==> config.mk <==
export PLATFORM = sky130hd
export DESIGN_NAME = mem_arbiter
export DESIGN_NICKNAME = d
export VERILOG_FILES = /design/src/source/dcache_pkg.sv /design/src/source/mem_arbiter.sv
export SDC_FILE = /design/constraint.sdc
export NUM_CORES = 1
export LEC_CHECK = 0
export ABC_CLOCK_PERIOD_IN_PS = 800
export BUFFER_PORTS_ARGS = -buffer_cell sky130_fd_sc_hd__buf_2
export CAP_MARGIN = 10
export CORE_AREA = 2 2 115 117
export DETAILED_ROUTE_END_ITERATION = 7
export DIE_AREA = 0 0 117 119
export PLACE_DENSITY = 0.43
export SYNTH_ARGS = -nofsm -noshare
export SYNTH_HDL_FRONTEND = slang
export SYNTH_SLANG_ARGS = --single-unit
==> constraint.sdc <==
create_clock -name vclk -period 0.8
set_input_delay 0.04 -clock vclk [all_inputs]
set_output_delay 0.04 -clock vclk [all_outputs]
set_load 0.02 [all_outputs]
==> src/source/dcache_pkg.sv <==
// shared cache parameters, address and line structs, request structs and enums
package dcache_pkg;

  // geometry
  localparam int NUM_WAY     = 4;
  localparam int NUM_IDX     = 16;
  localparam int TAG_BITS    = 25;
  localparam int IDX_BITS    = 4;

  // backing memory, indexed by address bits 10:3
  localparam int MEM_LINES   = 256;
  localparam int MEM_LATENCY = 3;

  typedef struct packed {
    logic [TAG_BITS-1:0] tag;
    logic [IDX_BITS-1:0] set_index;
    logic [2:0]          offset;
  } cache_addr_t;

  typedef struct packed {
    logic                valid;
    logic                dirty;
    logic [TAG_BITS-1:0] tag;
    logic [63:0]         data;
  } cache_line_t;

  typedef enum logic {cmd_load, cmd_store} cpu_cmd_e;

  typedef struct packed {
    cpu_cmd_e    cmd;
    cache_addr_t addr;
    logic [63:0] data;
  } cpu_req_t;

  typedef enum logic {mem_read, mem_write} mem_cmd_e;

  typedef struct packed {
    mem_cmd_e    cmd;
    cache_addr_t addr;
    logic [63:0] data;
  } mem_req_t;

  typedef enum logic [2:0] {
    st_idle, st_evict, st_fill_req, st_fill_wait, st_install, st_respond
  } handler_state_e;

endpackage

==> src/source/mem_arbiter.sv <==
// fixed-priority memory port arbiter, writeback ahead of fill
`timescale 1ns/1ps

module mem_arbiter import dcache_pkg::*; (
  input  logic     wb_req,
  input  mem_req_t wb_entry,
  input  logic     fill_req,
  input  mem_req_t fill_entry,
  input  logic     mem_busy,
  output logic     wb_grant,
  output logic     fill_grant,
  output logic     mem_valid,
  output mem_req_t mem_req
);

  // writeback first so a later fill of the same line sees the new data
  assign wb_grant   = wb_req && !mem_busy;
  assign fill_grant = fill_req && !wb_req && !mem_busy;

  assign mem_valid = wb_grant || fill_grant;
  assign mem_req   = wb_req ? wb_entry : fill_entry;

endmodule

==> results_dict.tcl <==
set metrics [dict create \
    cp-start-kind "primary input" \
    finalMaxSlewViolations 0 \
    track_usage 0.0971 \
    ant_nets 0 \
    core_area_um2 12900 \
    drt-total-wl_um 7860 \
    tightest_slew_ps 121 \
    synth.top_cell.area_share 0.861 \
    initial_core_util 0.131 \
    layout-drive-gt1-share 0.998 \
    syn_inst 111 \
    ys_top_cells_by_area "mux2_4 86%, buf_12 12%, buf_6 0.67%" \
    hpwlAfterDp_um 6000 \
    max_freq_mhz 1210 \
    ios 297 \
    antenna_found_initial 0 \
    worstPathArrival_ps 790 \
    drt_iter0_drc 13 \
    dr.pass1.iters 4 \
    cpPeakStageDelay_ps 310 \
    status "finished, violations left" \
    postCtsSetupRepairBufs 0 \
    rsz0062_at_grt "yes" \
    via_per_inst 3.65 \
    yosysWarnings 0 \
    cp.depth 4 \
    diodes 0 \
    ir_drop_uv 281 \
    violations "negative setup slack" \
    hp-start "wb_entry[89]" \
    total_power_mw 3.00 \
    hold_viol_final 0 \
    grt_pass1_vias 2246 \
    cp-end-kind "output pin" \
    whs_path_depth 3 \
    regArea_um2 0 \
    fp.dieW_um 117 \
    synth_cell_types 6 \
    row_count 42 \
    syn_nets 308 \
    cp.required_ps 760 \
    synth_area_um2 1690 \
    area_growth_pct 150 \
    path_common_cell "buf_16" \
    crit_type "primary input to output pin" \
    syn_avg_cell_area_um2 15.2 \
    hold_class "primary input to output pin" \
    path_delay_family "buffers and inverters" \
    worst-path-buf-inv 3 \
    n_clock_buffer 0 \
    slew-limit-headroom 0.919 \
    fillers 1295 \
    nets 613 \
    drcViolationCount 0 \
    gp_congestion 0.762 \
    fp.dieArea_um2 13900 \
    dpl_worst_slack_ps -184 \
    die-height_um 119 \
    cp_max_fo 7 \
    final.period_utilization 1.03 \
    power.static_leakage_nw 2.38 \
    ys_seq_area_frac 0 \
    place_inst 581 \
    overflow 0 \
    via_count 2154 \
    max_cap_violations 0 \
    power_density_nw_per_um2 709 \
    period_needed_ps 826 \
    post_drt_wl_per_cell_um 13.3 \
    hold_end "mem_req[89]" \
    fin_cells 590 \
    fin_ws_ps -25.6 \
    grt_first_pass_wirelength_um 10700 \
    io_buffers 297 \
    path_cells "buf_16 > buf_16 > mux2_4 > buf_6" \
    cp_slowest_cell "mux2_4" \
    yosysTopAreaCell "mux2_4" \
    grt_max_degree 10 \
    seq_cells 0 \
    final-setup-viol-count 44 \
]
how the worst max path moves through the flow:
stage | end | from | slack (ps)
4_1_cts | mem_req[74] | wb_req | -60
5_1_grt | mem_req[95] | wb_req | -40
2_1_floorplan | wb_grant | wb_req | 20
6_report | mem_req[95] | wb_req | -30
3_3_place_gp | mem_req[95] | wb_req | -180
3_5_place_dp | mem_req[95] | wb_req | -180
layout by cell type (no fill, tap or decap):
cell type / count
clkbuf_16: 2
nor2b_1: 1
mux2_4: 97
buf_2: 199
buf_12: 5
buf_4: 1
buf_6: 97
buf_16: 10
o21ba_2: 1
nor3b_2: 1
synth_stat cells:
| cell | n |
|---|---|
| nor3b_1 | 1 |
| mux2_4 | 97 |
| o21ba_2 | 1 |
| buf_6 | 1 |
| nor2b_1 | 1 |
| buf_12 | 10 |
per-stage QoR:
step	util	area (um^2)	hold slack (ps)	TNS [ps]
final	0.328	4230	389	-385
after global routing	0.328	4230	394	-1750
after CTS	0.322	4140	390	-2940
after detailed placement	0.255	3280	422	-14110
after global placement	0.255	3280	413	-12780
after floorplan	-	1700	131	0
cell type report:
| cell class | count | area (um^2) | area share |
|---|---|---|---|
| timing repair buffer | 314 | 2520 | 0.597 |
| multi-input combinational | 100 | 1490 | 0.351 |
| tap | 176 | 220 | 0.0521 |
cell families after synthesis:
| family | after synthesis | synth area share |
|---|---|---|
| multiplexers | 97 | 0.861 |
| buffers and inverters | 11 | 0.125 |
| AND/OR/NAND/NOR | 2 | 0.00814 |
| AO/OA/AOI/OAI | 1 | 0.00592 |
routing by layer:
layer  GRT usage  up-vias  share of wire
li1            -     1033              -
met1      0.0935      958           0.32
met2       0.216      163           0.58
met3      0.0148        0          0.096
met4           0        0              0
met5           0        -              0
timing repair:
| action | CTS | global route |
|---|---|---|
| endpoints found under the setup margin | 97 | 97 |
| cloned | 7 | 2 |
| gates resized for setup | 210 | 11 |
| pin swaps | 0 | 0 |
| hold buffers | 0 | 0 |
power breakdown:
part	switching, mW	internal, mW
logic	1.17	1.83
clock network	0	0
registers	0	0
Power figures use the tool's default switching activity.
