[src/source/dcache_pkg.sv]
// shared cache parameters, address and line structs, request structs and enums
package dcache_pkg;

  // geometry
  localparam int NUM_WAY     = 4;
  localparam int NUM_IDX     = 16;
  localparam int TAG_BITS    = 25;
  localparam int IDX_BITS    = 4;

  // backing memory, indexed by address bits 10:3
  localparam int MEM_LINES   = 256;
  localparam int MEM_LATENCY = 3;

  typedef struct packed {
    logic [TAG_BITS-1:0] tag;
    logic [IDX_BITS-1:0] set_index;
    logic [2:0]          offset;
  } cache_addr_t;

  typedef struct packed {
    logic                valid;
    logic                dirty;
    logic [TAG_BITS-1:0] tag;
    logic [63:0]         data;
  } cache_line_t;

  typedef enum logic {cmd_load, cmd_store} cpu_cmd_e;

  typedef struct packed {
    cpu_cmd_e    cmd;
    cache_addr_t addr;
    logic [63:0] data;
  } cpu_req_t;

  typedef enum logic {mem_read, mem_write} mem_cmd_e;

  typedef struct packed {
    mem_cmd_e    cmd;
    cache_addr_t addr;
    logic [63:0] data;
  } mem_req_t;

  typedef enum logic [2:0] {
    st_idle, st_evict, st_fill_req, st_fill_wait, st_install, st_respond
  } handler_state_e;

endpackage

[src/source/writeback_buffer.sv]
// one-entry writeback buffer holding a dirty victim until memory accepts it
`timescale 1ns/1ps

module writeback_buffer import dcache_pkg::*; (
  input  logic     clock,
  input  logic     reset,
  input  logic     push,
  input  mem_req_t entry,
  input  logic     grant,
  output logic     full,
  output logic     req,
  output mem_req_t req_entry
);

  logic     full_q;
  mem_req_t entry_q;

  always_ff @(posedge clock) begin
    if (reset) begin
      full_q <= 1'b0;
    end else if (push) begin
      full_q <= 1'b1;
    end else if (grant) begin
      full_q <= 1'b0;
    end
  end

  always_ff @(posedge clock) begin
    if (push) begin
      entry_q <= entry;
    end
  end

  assign full      = full_q;
  assign req       = full_q;
  assign req_entry = entry_q;

endmodule

[config.mk]
export PLATFORM = sky130hd
export DESIGN_NAME = writeback_buffer
export DESIGN_NICKNAME = d
export VERILOG_FILES = /design/src/source/dcache_pkg.sv /design/src/source/writeback_buffer.sv
export SDC_FILE = /design/constraint.sdc
export NUM_CORES = 1
export LEC_CHECK = 0
export ABC_AREA = 1
export BUFFER_PORTS_ARGS = -buffer_cell sky130_fd_sc_hd__buf_2
export CAP_MARGIN = 20
export CELL_PAD_IN_SITES_DETAIL_PLACEMENT = 0
export CELL_PAD_IN_SITES_GLOBAL_PLACEMENT = 1
export CORE_MARGIN = 1
export CORE_UTILIZATION = 35
export DETAILED_ROUTE_END_ITERATION = 12
export PLACE_DENSITY = 0.85
export SLEW_MARGIN = 20
export SYNTH_ARGS = -nofsm -noshare
export SYNTH_HDL_FRONTEND = slang
export SYNTH_SLANG_ARGS = --single-unit
[constraint.sdc]
create_clock -name clock -period 1.45 [get_ports clock]
set_input_delay 0.0725 -clock clock [delete_from_list [all_inputs] [get_ports clock]]
set_output_delay 0.0725 -clock clock [all_outputs]
set_load 0.05 [all_outputs]
==> reports/results.ini <==
[synth]
synth_seq_cells = 98
ys_top_cells_by_area = edfxtp_1 (98%), dfxtp_1 (0.68%), a21oi_2 (0.30%), buf_4 (0.25%), inv_1 (0.25%)
ys.flop_type = edfxtp_1
yosys.area.top_type = edfxtp_1
synth_top_area_share_pct = 98.4
synth_cells = 103
synth_nets = 204
async_reset_ff_share_pct = 0
synth_most_common_cell = edfxtp_1
synthTopCellsByCount = edfxtp_1 (97), inv_1 (2)
seq_area_frac_synth_pct = 99.1
yosysWarnings = 0
avgSynthCellArea_um2 = 28.7
syn_area_um2 = 2960
yosysUniqueCellTypes = 6
synth-edff-count = 97

[power]
power_density_nw_per_um2 = 1240
ir_drop_mv = 0.738
leakage_nw = 2.29

[global_route]
grt_antenna_before_repair = 4
grt_overflow = 0
grt_max_degree = 51
grt_pass1_wl_um = 10800
grt_use_total_pct = 16.9
grt_pass1_vias = 2271

[timing]
setup_slack_ns = 0.323
slew_violations = 0
slew_headroom_pct = 81.9
period_minus_slack_ns = 1.13
finalCritPeriodShare_pct = 77.8
final-setup-viol-count = 0
rsz0062_at_grt = no
tns_ns = 0
worst_pin_slew_ns = 0.273
fin_skew_ns = 0
max_clock_freq_mhz = 887
final_hold_viol_count = 0
fin_hold_ws_ns = 0.0942

[floorplan]
design.core.area_um2 = 8220
die_area_um2 = 8830
die_height_um = 94.0
fp.dieW_um = 94.0
rows = 33
io_pins = 200
start_util_pct = 36.0

[setup_path]
critical_path.startpoint_type = register
crit_start = full$_SDFFE_PP0P_
crit_chain = nand2_1 -> a21oi_2 -> dlygate4sd3_1
reg2reg_depth = 3
timing.rr.start = full$_SDFFE_PP0P_
worstPathMaxFanout = 3
cp_slowest_stage_delay_ns = 0.54
cp_slowest_cell = dlygate4sd3_1
arrival_ns = 1.42
critPathKind = reg2reg
crit_path_end = full$_SDFFE_PP0P_
r2r_slack_ns = 0.32
required_ns = 1.75
endpoint_kind = register
r2r-end = full$_SDFFE_PP0P_

[cells_and_area]
design_area_um2 = 5330
drive_above_1_share_pct = 51.9
num-fill-cells = 596
final_nets = 514
syn_to_final_growth_pct = 79.9

[detailed_routing]
post_drt_wl_per_cell_um = 14.1
drc = 0
drt-total-wl_um = 7410
vias = 2193
antenna_left = 0
first_pass_iters = 4
vias_per_cell = 4.16
first_iter_violations = 88

[status]
status = finished, final reports clean

[placement]
routabilityCongestion = 0.692
placed_area_um2 = 4120
post-place-ws_ns = 0.504
portBuffers = 199

[clocking]
path_clk_slew_ns = 0.09
cts_tree = yes
post_cts_buffers = 0
numCtsBuffers = 9
clock-root-buffer = clkbuf_8
cts_max_level = 3
clk_latency_ns = 0.35
cts_sinks = 98
clockBufferDepth = 2

[min_path]
hp-class = in2reg
holdCritStartpoint = push

[job]
maxCapViolCount = 0

==> worst max-delay path: cells and delay by family (launching register included) <==
family                 cells  cell delay (ns)
AO/OA/AOI/OAI              1             0.10
buffers and inverters      1             0.54
flip-flops                 1             0.36
AND/OR/NAND/NOR            1             0.07
==> worst min-delay path by stage <==
| stage | endpoint | slack [ns] | depth (start not counted) |
|---|---|---|---|
| floorplan | full$_SDFFE_PP0P_ | 0.13 | 1 |
| global placement | full$_SDFFE_PP0P_ | 0.24 | 2 |
| detailed placement | full$_SDFFE_PP0P_ | 0.23 | 2 |
| CTS | req_entry[74]$_DFFE_PP_ | 0.08 | 1 |
| global route | req_entry[74]$_DFFE_PP_ | 0.09 | 1 |
| finish | req_entry[74]$_DFFE_PP_ | 0.09 | 1 |
==> sequential cells by signal, summed over array words and instances, names as in the netlist <==
register / cells
full: 1
req_entry: 97
==> stage by stage <==
step	instances	total power [W]	utilization, %
final	527	0.00658	64.8
after floorplan	103	0.00428	-
after global routing	527	0.00681	64.8
after detailed placement	408	0.00468	50.2
after CTS	523	0.00666	64.7
after global placement	408	0.00466	50.2
==> cell type report <==
type	count	area (µm²)	share of cell area, %
Sequential cell	98	2930	55.1
Clock buffer	10	128	2.40
Antenna cell	4	10.0	0.188
Multi-Input combinational cell	2	12.5	0.235
Tap cell	105	131	2.47
Inverter	2	7.51	0.141
Timing Repair Buffer	300	2030	38.1
Clock inverter	6	73.8	1.39
==> kinds of logic after synthesis <==
logic type             share of synthesized area, %
flip-flops                                     99.1
buffers and inverters                         0.507
AND/OR/NAND/NOR                               0.127
AO/OA/AOI/OAI                                 0.296
==> timing repair <==
item / CTS / global route
hold buffers: 99 / 0
hold endpoints to repair: 98 / 0
gates resized for setup: 0 / 0
==> metal layers <==
layer  part of all wire [%]  vias to the layer above  routed length [µm]  global-route usage, %
li1                       -                     1038                   -                      -
met1                     38                     1006                2840                   18.4
met5                      0                        -                   0                      0
met4                    2.4                        0                 181                   8.21
met2                     50                      133                3700                   28.9
met3                    9.3                       16                 691                   6.31
==> cells in the final DEF, fill, tap and decap left out, types with 2 or more instances in the layout <==
cell,netlist,layout
inv_1,2,2
buf_2,0,198
edfxtp_1,97,97
buf_12,0,2
clkinvlp_4,0,2
dlygate4sd3_1,0,99
diode_2,0,4
clkbuf_8,0,9
==> power breakdown <==
group | total, W | internal (W) | leakage, nW | switching [W]
combinational | 0.00141 | 0.000423 | 1.23 | 0.000991
clock | 0.00176 | 0.000819 | 0.0950 | 0.000937
sequential | 0.00341 | 0.00336 | 0.958 | 0.0000556
total | 0.00658 | 0.00460 | 2.29 | 0.00198
No activity file was read; power rests on OpenSTA's default activity.
