$ cat config.mk
export PLATFORM = sky130hd
export DESIGN_NAME = miss_handler
export DESIGN_NICKNAME = d
export VERILOG_FILES = /design/src/source/dcache_pkg.sv /design/src/source/miss_handler.sv
export SDC_FILE = /design/constraint.sdc
export NUM_CORES = 1
export LEC_CHECK = 0
export ABC_CLOCK_PERIOD_IN_PS = 13800
export BUFFER_PORTS_ARGS = -buffer_cell sky130_fd_sc_hd__buf_2
export CORE_AREA = 8 8 271 273
export CTS_CLUSTER_DIAMETER = 200
export DETAILED_ROUTE_END_ITERATION = 10
export DIE_AREA = 0 0 279 281
export PLACE_DENSITY = 0.44
export SLEW_MARGIN = 20
export SYNTH_ARGS = -nofsm -noshare
export SYNTH_HDL_FRONTEND = slang
export SYNTH_SLANG_ARGS = --single-unit
$ cat constraint.sdc
create_clock -name clock -period 13.8 [get_ports clock]
set_clock_uncertainty 0.2 [all_clocks]
set_input_delay 1.38 -clock clock [delete_from_list [all_inputs] [get_ports clock]]
set_output_delay 1.38 -clock clock [all_outputs]
set_load 0.02 [all_outputs]
$ cat src/source/dcache_pkg.sv
// shared cache parameters, address and line structs, request structs and enums
package dcache_pkg;

  // geometry
  localparam int NUM_WAY     = 4;
  localparam int NUM_IDX     = 16;
  localparam int TAG_BITS    = 25;
  localparam int IDX_BITS    = 4;

  // backing memory, indexed by address bits 10:3
  localparam int MEM_LINES   = 256;
  localparam int MEM_LATENCY = 3;

  typedef struct packed {
    logic [TAG_BITS-1:0] tag;
    logic [IDX_BITS-1:0] set_index;
    logic [2:0]          offset;
  } cache_addr_t;

  typedef struct packed {
    logic                valid;
    logic                dirty;
    logic [TAG_BITS-1:0] tag;
    logic [63:0]         data;
  } cache_line_t;

  typedef enum logic {cmd_load, cmd_store} cpu_cmd_e;

  typedef struct packed {
    cpu_cmd_e    cmd;
    cache_addr_t addr;
    logic [63:0] data;
  } cpu_req_t;

  typedef enum logic {mem_read, mem_write} mem_cmd_e;

  typedef struct packed {
    mem_cmd_e    cmd;
    cache_addr_t addr;
    logic [63:0] data;
  } mem_req_t;

  typedef enum logic [2:0] {
    st_idle, st_evict, st_fill_req, st_fill_wait, st_install, st_respond
  } handler_state_e;

endpackage

$ cat src/source/miss_handler.sv
// request FSM: lookup and hit response, victim eviction, line fill and install
`timescale 1ns/1ps

module miss_handler import dcache_pkg::*; (
  input  logic        clock,
  input  logic        reset,
  input  logic        req_valid,
  input  cpu_req_t    req,
  input  logic        hit,
  input  logic [63:0] hit_data,
  input  cache_line_t victim,
  input  logic        wb_full,
  input  logic        fill_grant,
  input  logic        mem_rvalid,
  input  logic [63:0] mem_rdata,
  output cache_addr_t lookup_addr,
  output logic        install,
  output logic        update_hit_way,
  output cache_line_t install_line,
  output logic        wb_push,
  output mem_req_t    wb_entry,
  output logic        fill_req,
  output mem_req_t    fill_entry,
  output logic        busy,
  output logic        resp_valid,
  output logic        resp_hit,
  output logic [63:0] resp_data
);

  handler_state_e state_q;
  handler_state_e state_d;
  cpu_req_t       req_q;
  logic           missed_q;
  logic [63:0]    fill_q;
  logic           is_store;
  logic           victim_dirty;

  assign is_store     = (req_q.cmd == cmd_store);
  assign victim_dirty = victim.valid && victim.dirty;
  assign lookup_addr  = req_q.addr;

  // st_respond is the lookup cycle, and again the answer after an install
  always_comb begin
    state_d = state_q;
    case (state_q)
      st_idle: begin
        if (req_valid) state_d = st_respond;
      end
      st_respond: begin
        state_d = hit ? st_idle : st_evict;
      end
      st_evict: begin
        if (!(victim_dirty && wb_full)) state_d = is_store ? st_install : st_fill_req;
      end
      st_fill_req: begin
        if (fill_grant) state_d = st_fill_wait;
      end
      st_fill_wait: begin
        if (mem_rvalid) state_d = st_install;
      end
      st_install: begin
        state_d = st_respond;
      end
      default: begin
        state_d = st_idle;
      end
    endcase
  end

  always_ff @(posedge clock) begin
    if (reset) begin
      state_q  <= st_idle;
      missed_q <= 1'b0;
    end else begin
      state_q <= state_d;
      if (state_q == st_respond) begin
        missed_q <= !hit;
      end
    end
  end

  always_ff @(posedge clock) begin
    if (state_q == st_idle && req_valid) begin
      req_q <= req;
    end
    if (mem_rvalid) begin
      fill_q <= mem_rdata;
    end
  end

  // store hit rewrites in place, misses install into the victim way
  assign update_hit_way = (state_q == st_respond);
  assign install = (state_q == st_install) ||
                   (state_q == st_respond && hit && is_store && !missed_q);
  assign install_line = '{valid: 1'b1, dirty: is_store, tag: req_q.addr.tag,
                          data: is_store ? req_q.data : fill_q};

  // victim address rebuilt from its tag and the lookup set
  assign wb_push  = (state_q == st_evict) && victim_dirty && !wb_full;
  assign wb_entry = '{cmd: mem_write,
                      addr: '{tag: victim.tag, set_index: req_q.addr.set_index, offset: 3'b0},
                      data: victim.data};

  assign fill_req   = (state_q == st_fill_req);
  assign fill_entry = '{cmd: mem_read,
                        addr: '{tag: req_q.addr.tag, set_index: req_q.addr.set_index,
                                offset: 3'b0},
                        data: 64'd0};

  assign busy       = (state_q != st_idle);
  assign resp_valid = (state_q == st_respond) && hit;
  assign resp_hit   = !missed_q;
  assign resp_data  = hit_data;

endmodule

==> results.ini, run 1 <==
[power_and_ir_drop]
combPwrFrac_pct = 19.4
switchingPower_w = 0.000452
pwr-share-seq_pct = 45.2
p_clk_share_pct = 35.4
internal_power_w = 0.000949
cellLeakagePower_nw = 3.77
p_sw_share_pct = 32.2
power_density_nw_per_um2 = 145
peakVddDrop_uv = 73.3

[drt]
drcViolationCount = 0
postRouteAntennaNets = 0
drtIter0Drc = 123
vias = 4292
avgViaCountPerCell = 2.61
drt_first_pass_iters = 4
drt-total-wl_mm = 28.7
wl_per_cell_um = 17.4

[logic_synthesis]
seq_area_frac_synth_pct = 59.1
async_flop_share_pct = 0
ys_seq_elements = 165
synth_edf_count = 161
syn_area_um2 = 8320
synth_warnings = 0
ys.flop_type = edfxtp_1
synth_cells = 593
synth_cell_type_count = 34
avgSynthCellArea_um2 = 14.0

[setup_path]
crit_chain = buf_2, nand2_1, o21ai_0, and3b_1, buf_2
end_kind = output pin
cp_slowest_cell = and3b_1
cp_common_cell = buf_2
worstPathMaxFanout = 3
cp.arrival_ns = 2.01
critPathRequiredTime_ns = 12.22
path_class = in -> out
critPathTopFamily = buffers and inverters
crit_buf_inv = 2
slowest_delay_ns = 0.18
crit_path_start_kind = input pin

[sta]
post-route-min-period_ns = 3.59
fin_setup_tns_ns = 0
setup_viol_count_final = 0
finalCritPeriodShare_pct = 26.0
rsz0062_at_grt = no
max-slew-margin-rel_pct = 33.1
finalHoldViolCount = 0
max_freq_mhz = 278
finalMaxSlewViolations = 0
timing.hold.ws_ns = 0.342
worst_slew_pin_slew_ns = 1.00

[global_route]
grt_usage_pct = 6.98
grt_max_degree = 67
grt_first_pass_wirelength_mm = 37.3
grt_pass1_vias = 4794
antenna_found_initial = 3
overflow = 0

[die]
start_util_pct = 12.0
dieArea_um2 = 78400
rows = 97
core-area_um2 = 69300
dieWidth_um = 279
io_pins = 711
chipHeight_um = 281

[clock_network]
cts_tree = built
root_buffer = clkbuf_16
cts.htree.levels = 4
cts_buffers = 17
cts_max_path_buffers = 2
clk_latency_ns = 0.46
path_clk_slew_ns = 0.08
postCtsHoldBufs = 0
cts_sinks = 165
cts_resized = 0
post_cts_buffers = 0

[min_path]
hold_class = reg -> reg

[run_status]
status = complete, no violations

[placement]
io_buffers = 331
dp_hpwl_mm = 23.5
gp_congestion = 0.769

[finish]
syn_to_final_growth_pct = 15.9
drive_above_1_share_pct = 60.4
final_nets = 1014
final.fill_count = 7788

[flow_run]
maxCapViolCount = 0

-- worst paths after layout --
check	slack [ns]	to	cells after the start	from
min	0.34	missed_q$_SDFFE_PP0N_	2	missed_q$_SDFFE_PP0N_
max	10.21	install	5	hit
max reg2reg	10.75	fill_entry[67]$_DFFE_PP_	4	state_q[0]$_SDFFE_PP0P_
min reg2reg	0.34	missed_q$_SDFFE_PP0N_	2	missed_q$_SDFFE_PP0N_
-- Yosys cell counts (3+ instances only) --
cell type    n  area (µm²)
dfxtp_1      4        80.1
nand2_1      3        11.3
buf_4      317        2380
buf_2        9        45.0
mux2_1      11         124
mux2_2      53         597
edfxtp_1   161        4830
nand2b_1     3        18.8
-- flip-flops by register name (all words and copies together), names as in the netlist --
signal / count
fill_entry: 29
fill_q: 64
is_store: 1
lookup_addr: 3
missed_q: 1
req_q: 64
state_q: 3
-- power groups by stage --
stage                     registers, W  logic, W  clock network, W
final                         0.000634  0.000272          0.000495
after global routing          0.000640  0.000293          0.000539
after CTS                     0.000635  0.000280          0.000529
after detailed placement      0.000646  0.000279                 0
after global placement        0.000644  0.000280                 0
after floorplan               0.000642  0.000282                 0
-- final cells by class --
type	instances	area, µm²	area share [%]
antenna	2	5.00	0.0519
clock buffer	18	439	4.55
clock inverter	14	168	1.74
inverter	2	7.51	0.0779
multi-input combinational	170	1240	12.9
sequential	165	4910	51.0
tap	940	1180	12.2
timing repair buffer	335	1690	17.5
-- cells by family (layout without fill, tap and decap cells) --
| group | Yosys count | in the layout | share of synthesized area [%] |
|---|---|---|---|
| multiplexers | 66 | 66 | 8.96 |
| other | 2 | 75 | 0.0903 |
| AO/OA/AOI/OAI | 8 | 8 | 0.752 |
| AND/OR/NAND/NOR | 23 | 23 | 1.84 |
| flip-flops | 165 | 165 | 59.1 |
| buffers and inverters | 329 | 369 | 29.3 |
-- layer usage --
layer / vias up / wire length, µm / global-route usage [%]
li1: 1856 / - / -
met1: 1964 / 8420 / 5.60
met2: 401 / 13800 / 11.5
met3: 69 / 5150 / 5.77
met4: 2 / 1380 / 4.45
met5: - / 13 / 0.313
-- per-stage QoR --
| stage | total power [W] | std cells | util, % | cell area (µm²) | setup WS (ns) |
|---|---|---|---|---|---|
| floorplan | 0.000924 | 664 | - | 8590 | 7.62 |
| global placement | 0.000923 | 1612 | 13.0 | 9030 | 10.13 |
| detailed placement | 0.000925 | 1612 | 13.0 | 9030 | 10.09 |
| CTS | 0.00144 | 1644 | 13.9 | 9640 | 10.16 |
| global route | 0.00147 | 1645 | 13.9 | 9640 | 10.12 |
| finish | 0.00140 | 1646 | 13.9 | 9640 | 10.21 |
-- placed cells by master, fill, tap and decap left out, drive strengths merged, types with 2 or more instances in the layout --
| cell | count |
|---|---|
| nor3b | 2 |
| clkbuf | 18 |
| nor2 | 2 |
| clkinv | 10 |
| o22ai | 2 |
| conb | 73 |
| mux2 | 65 |
| and3b | 2 |
| diode | 2 |
| buf | 335 |
| nor3 | 2 |
| edfxtp | 161 |
| nand2b | 3 |
| inv | 6 |
| nand2 | 3 |
| dfxtp | 4 |
-- worst reg2reg max path: stages, from the launching register on --
cell     delay [ns]
dfxtp_1        0.47
or3_1          0.50
nor2_4         0.10
buf_4          0.50
buf_4          0.78
Power figures use the tool's default switching activity.
==> inputs of run 2 (changes only) <==
ABC_AREA = 1   (was default)
ABC_CLOCK_PERIOD_IN_PS = 3300   (was 13800)
CORE_AREA = 8 8 272 274   (was 8 8 271 273)
DIE_AREA = 0 0 280 282   (was 0 0 279 281)
PLACE_DENSITY = 0.45   (was 0.44)
clock period = 3.3 ns   (was 13.8 ns; I/O delays follow)
==> results.ini, run 2 <==
[sta]
setup_viol_count_final = 0  ; unchanged
max_freq_mhz = 389
finalHoldViolCount = 0  ; unchanged
post-route-min-period_ns = 2.57
fin_setup_tns_ns = 0  ; unchanged
max-slew-margin-rel_pct = 42.9  ; was 33.1%
finalCritPeriodShare_pct = 78.0
finalMaxSlewViolations = 0  ; unchanged
worst_slew_pin_slew_ns = 0.856  ; was 1.00 ns
rsz0062_at_grt = no  ; unchanged

[placement]
dp_hpwl_mm = 28.0  ; was 23.5 mm
io_buffers = 331  ; unchanged
gp_congestion = 0.800  ; was 0.769
place_area_um2 = 9080  ; was 9030 µm²
dpl.cell_count = 1759  ; was 1,612

[logic_synthesis]
async_flop_share_pct = 0  ; unchanged
synth_warnings = 0  ; unchanged
synth_cell_type_count = 21  ; was 34
ys_seq_elements = 165  ; unchanged
synthSimpleGateAreaFrac_pct = 10.6  ; was 1.83%
synth-compound-area-share_pct = 0.330  ; was 0.752%
synth_edf_count = 161  ; unchanged
synth_top_area_cell = edfxtp_1  ; unchanged
syn_area_um2 = 8330  ; was 8320 µm²
synth_cells = 742  ; was 593
yosys.area.top_type_share_pct = 58.0  ; was 58.1%
avgSynthCellArea_um2 = 11.2  ; was 14.0 µm²
synth.most_common_cell = buf_4  ; unchanged
ys.flop_type = edfxtp_1  ; unchanged
synth_top_family_by_area = buffers and inverters  ; unchanged
yosys-mux-area-fraction_pct = 0  ; was 8.96%
synth_xor_area_share_pct = 0  ; unchanged
synth_common_cells = buf_4, nand2_1, edfxtp_1, buf_2, inv_1  ; was buf_4, edfxtp_1, mux2_2, mux2_1, buf_2
yosys.area_share.adder_pct = 0  ; unchanged
seq_area_frac_synth_pct = 59.0  ; was 59.1%
synth.top_cells.by_area = edfxtp_1, buf_4, nand2_1  ; was edfxtp_1, buf_4, mux2_2

[finish]
fin_cells = 1957  ; was 1,646
utilization_pct = 16.2  ; was 13.9%
drive_above_1_share_pct = 37.4  ; was 60.4%
syn_to_final_growth_pct = 35.5  ; was 15.9%
mostFrequentLayoutCell = buf_2  ; unchanged
stdcell_area_um2 = 11300  ; was 9640 µm²
final_nets = 1324  ; was 1,014
final_cell_mix = buf_2, nand2_1, dlygate4sd3_1, edfxtp_1, conb_1  ; was buf_2, edfxtp_1, conb_1, mux2_2, clkbuf_16
final.fill_count = 7679  ; was 7,788

[setup_path]
worstPathMaxFanout = 66  ; was 3
critPathTopFamily = buffers and inverters  ; unchanged
critPathRequiredTime_ns = 2.77  ; was 12.22 ns
slowest_delay_ns = 0.67  ; was 0.18 ns
cp.arrival_ns = 2.04  ; was 2.01 ns
end_kind = output pin  ; unchanged
path_class = reg -> out  ; was in -> out
crit_chain = buf_4, nand2_1, nand2_1, buf_2  ; was buf_2, nand2_1, o21ai_0, and3b_1, buf_2
crit_path_start_kind = flip-flop  ; was input pin
cp_common_cell = nand2_1  ; was buf_2
cp_slowest_cell = buf_4  ; was and3b_1
crit_buf_inv = 2  ; unchanged

[clock_network]
clk_latency_ns = 0.46  ; about the same
cts_buffers = 17  ; unchanged
path_clk_slew_ns = 0.07  ; was 0.08 ns
cts_resized = 0  ; unchanged
cts_max_path_buffers = 2  ; unchanged
cts.htree.levels = 4  ; unchanged
cts_tree = built  ; unchanged
root_buffer = clkbuf_16  ; unchanged
cts_sinks = 165  ; unchanged

[die]
dieWidth_um = 280  ; was 279 µm
rows = 97  ; unchanged
chipHeight_um = 282  ; was 281 µm
io_pins = 711  ; unchanged
start_util_pct = 12.0  ; about the same
dieArea_um2 = 79000  ; was 78,400 µm²
core-area_um2 = 69500  ; was 69,300 µm²

[power_and_ir_drop]
peakVddDrop_uv = 355  ; was 73.3 µV
power_density_nw_per_um2 = 605  ; was 145 nW/µm²
cellLeakagePower_nw = 4.83  ; was 3.77 nW
total_power_w = 0.00683  ; was 0.00140 W

[min_path]
hold_class = in -> reg  ; was reg -> reg

[global_route]
grt_pass1_vias = 6217  ; was 4,794
overflow = 0  ; unchanged
antenna_found_initial = 5  ; was 3
grt_first_pass_wirelength_mm = 47.7  ; was 37.3 mm
grt_max_degree = 67  ; unchanged
grt_usage_pct = 8.84  ; was 6.98%

[drt]
drcViolationCount = 0  ; unchanged
drt-total-wl_mm = 36.3  ; was 28.7 mm
highest_layer = met5  ; unchanged
m1WireLength_mm = 11.6  ; was 8.42 mm
drtIter0Drc = 170  ; was 123
drt_first_pass_iters = 4  ; unchanged
wl_per_cell_um = 18.6  ; was 17.4 µm
vias = 5622  ; was 4,292
postRouteAntennaNets = 0  ; unchanged
met2_length_mm = 17.8  ; was 13.8 mm
avgViaCountPerCell = 2.87  ; was 2.61
dr_wl_met3_mm = 4.96  ; was 5.15 mm

[flow_run]
maxCapViolCount = 0  ; unchanged

[run_status]
status = complete, no violations  ; unchanged

[run 2: where the power goes]
| part | switching [W] | internal, W | leakage [nW] |
|---|---|---|---|
| Combinational | 0.00129 | 0.000590 | 2.99 |
| Clock | 0.00105 | 0.00106 | 0.271 |
| Sequential | 0.000144 | 0.00268 | 1.57 |
[run 2: repair_timing]
action                    in CTS  in global routing
hold endpoints to repair     165                  0
hold buffers                 163                  0
buffers inserted               0                  0
[run 2: worst paths after layout]
kind	startpoint	to	slack (ns)	cells past startpoint
setup / recovery	is_store$_DFFE_PP_	install_line[61]	0.73	4
setup reg to reg	state_q[0]$_SDFFE_PP0P_	req_q[16]$_DFFE_PP_	1.37	4
hold reg to reg	missed_q$_SDFFE_PP0N_	missed_q$_SDFFE_PP0N_	0.31	2
hold / removal	fill_grant	state_q[1]$_SDFFE_PP0P_	0.11	6
[run 2: tightest hold or removal path: stages]
cell,delay [ns]
buf_2,0.07
inv_1,0.03
nand3_1,0.09
o21ai_0,0.08
inv_1,0.05
a21oi_1,0.06
[run 2: cell type report]
class / instances / area [µm²] / area share [%]
Clock inverter: 14 / 143 / 1.26
Inverter: 14 / 52.6 / 0.466
Timing Repair Buffer: 500 / 3370 / 29.9
Multi-Input combinational cell: 303 / 1190 / 10.6
Antenna cell: 3 / 7.51 / 0.0665
Sequential cell: 165 / 4910 / 43.5
Tap cell: 940 / 1180 / 10.4
Clock buffer: 18 / 429 / 3.80
[run 2: stage by stage]
stage	hold WS, ns	setup slack, ns
2_1_floorplan	0.199	0.463
3_3_place_gp	0.281	1.10
3_5_place_dp	0.304	1.13
4_1_cts	0.0514	0.593
5_1_grt	0.116	0.514
6_report	0.107	0.728
[run 2: kinds of logic after synthesis]
logic type / Yosys count
other cells: 2
buf+inv: 345
compound gates: 5
flops: 165
simple gates: 225
[run 2: routing by layer]
layer	up-vias	global-route usage (%)
met5	-	0.610
met4	6	5.41
met3	86	5.44
met2	492	15.1
met1	2510	7.89
li1	2528	-
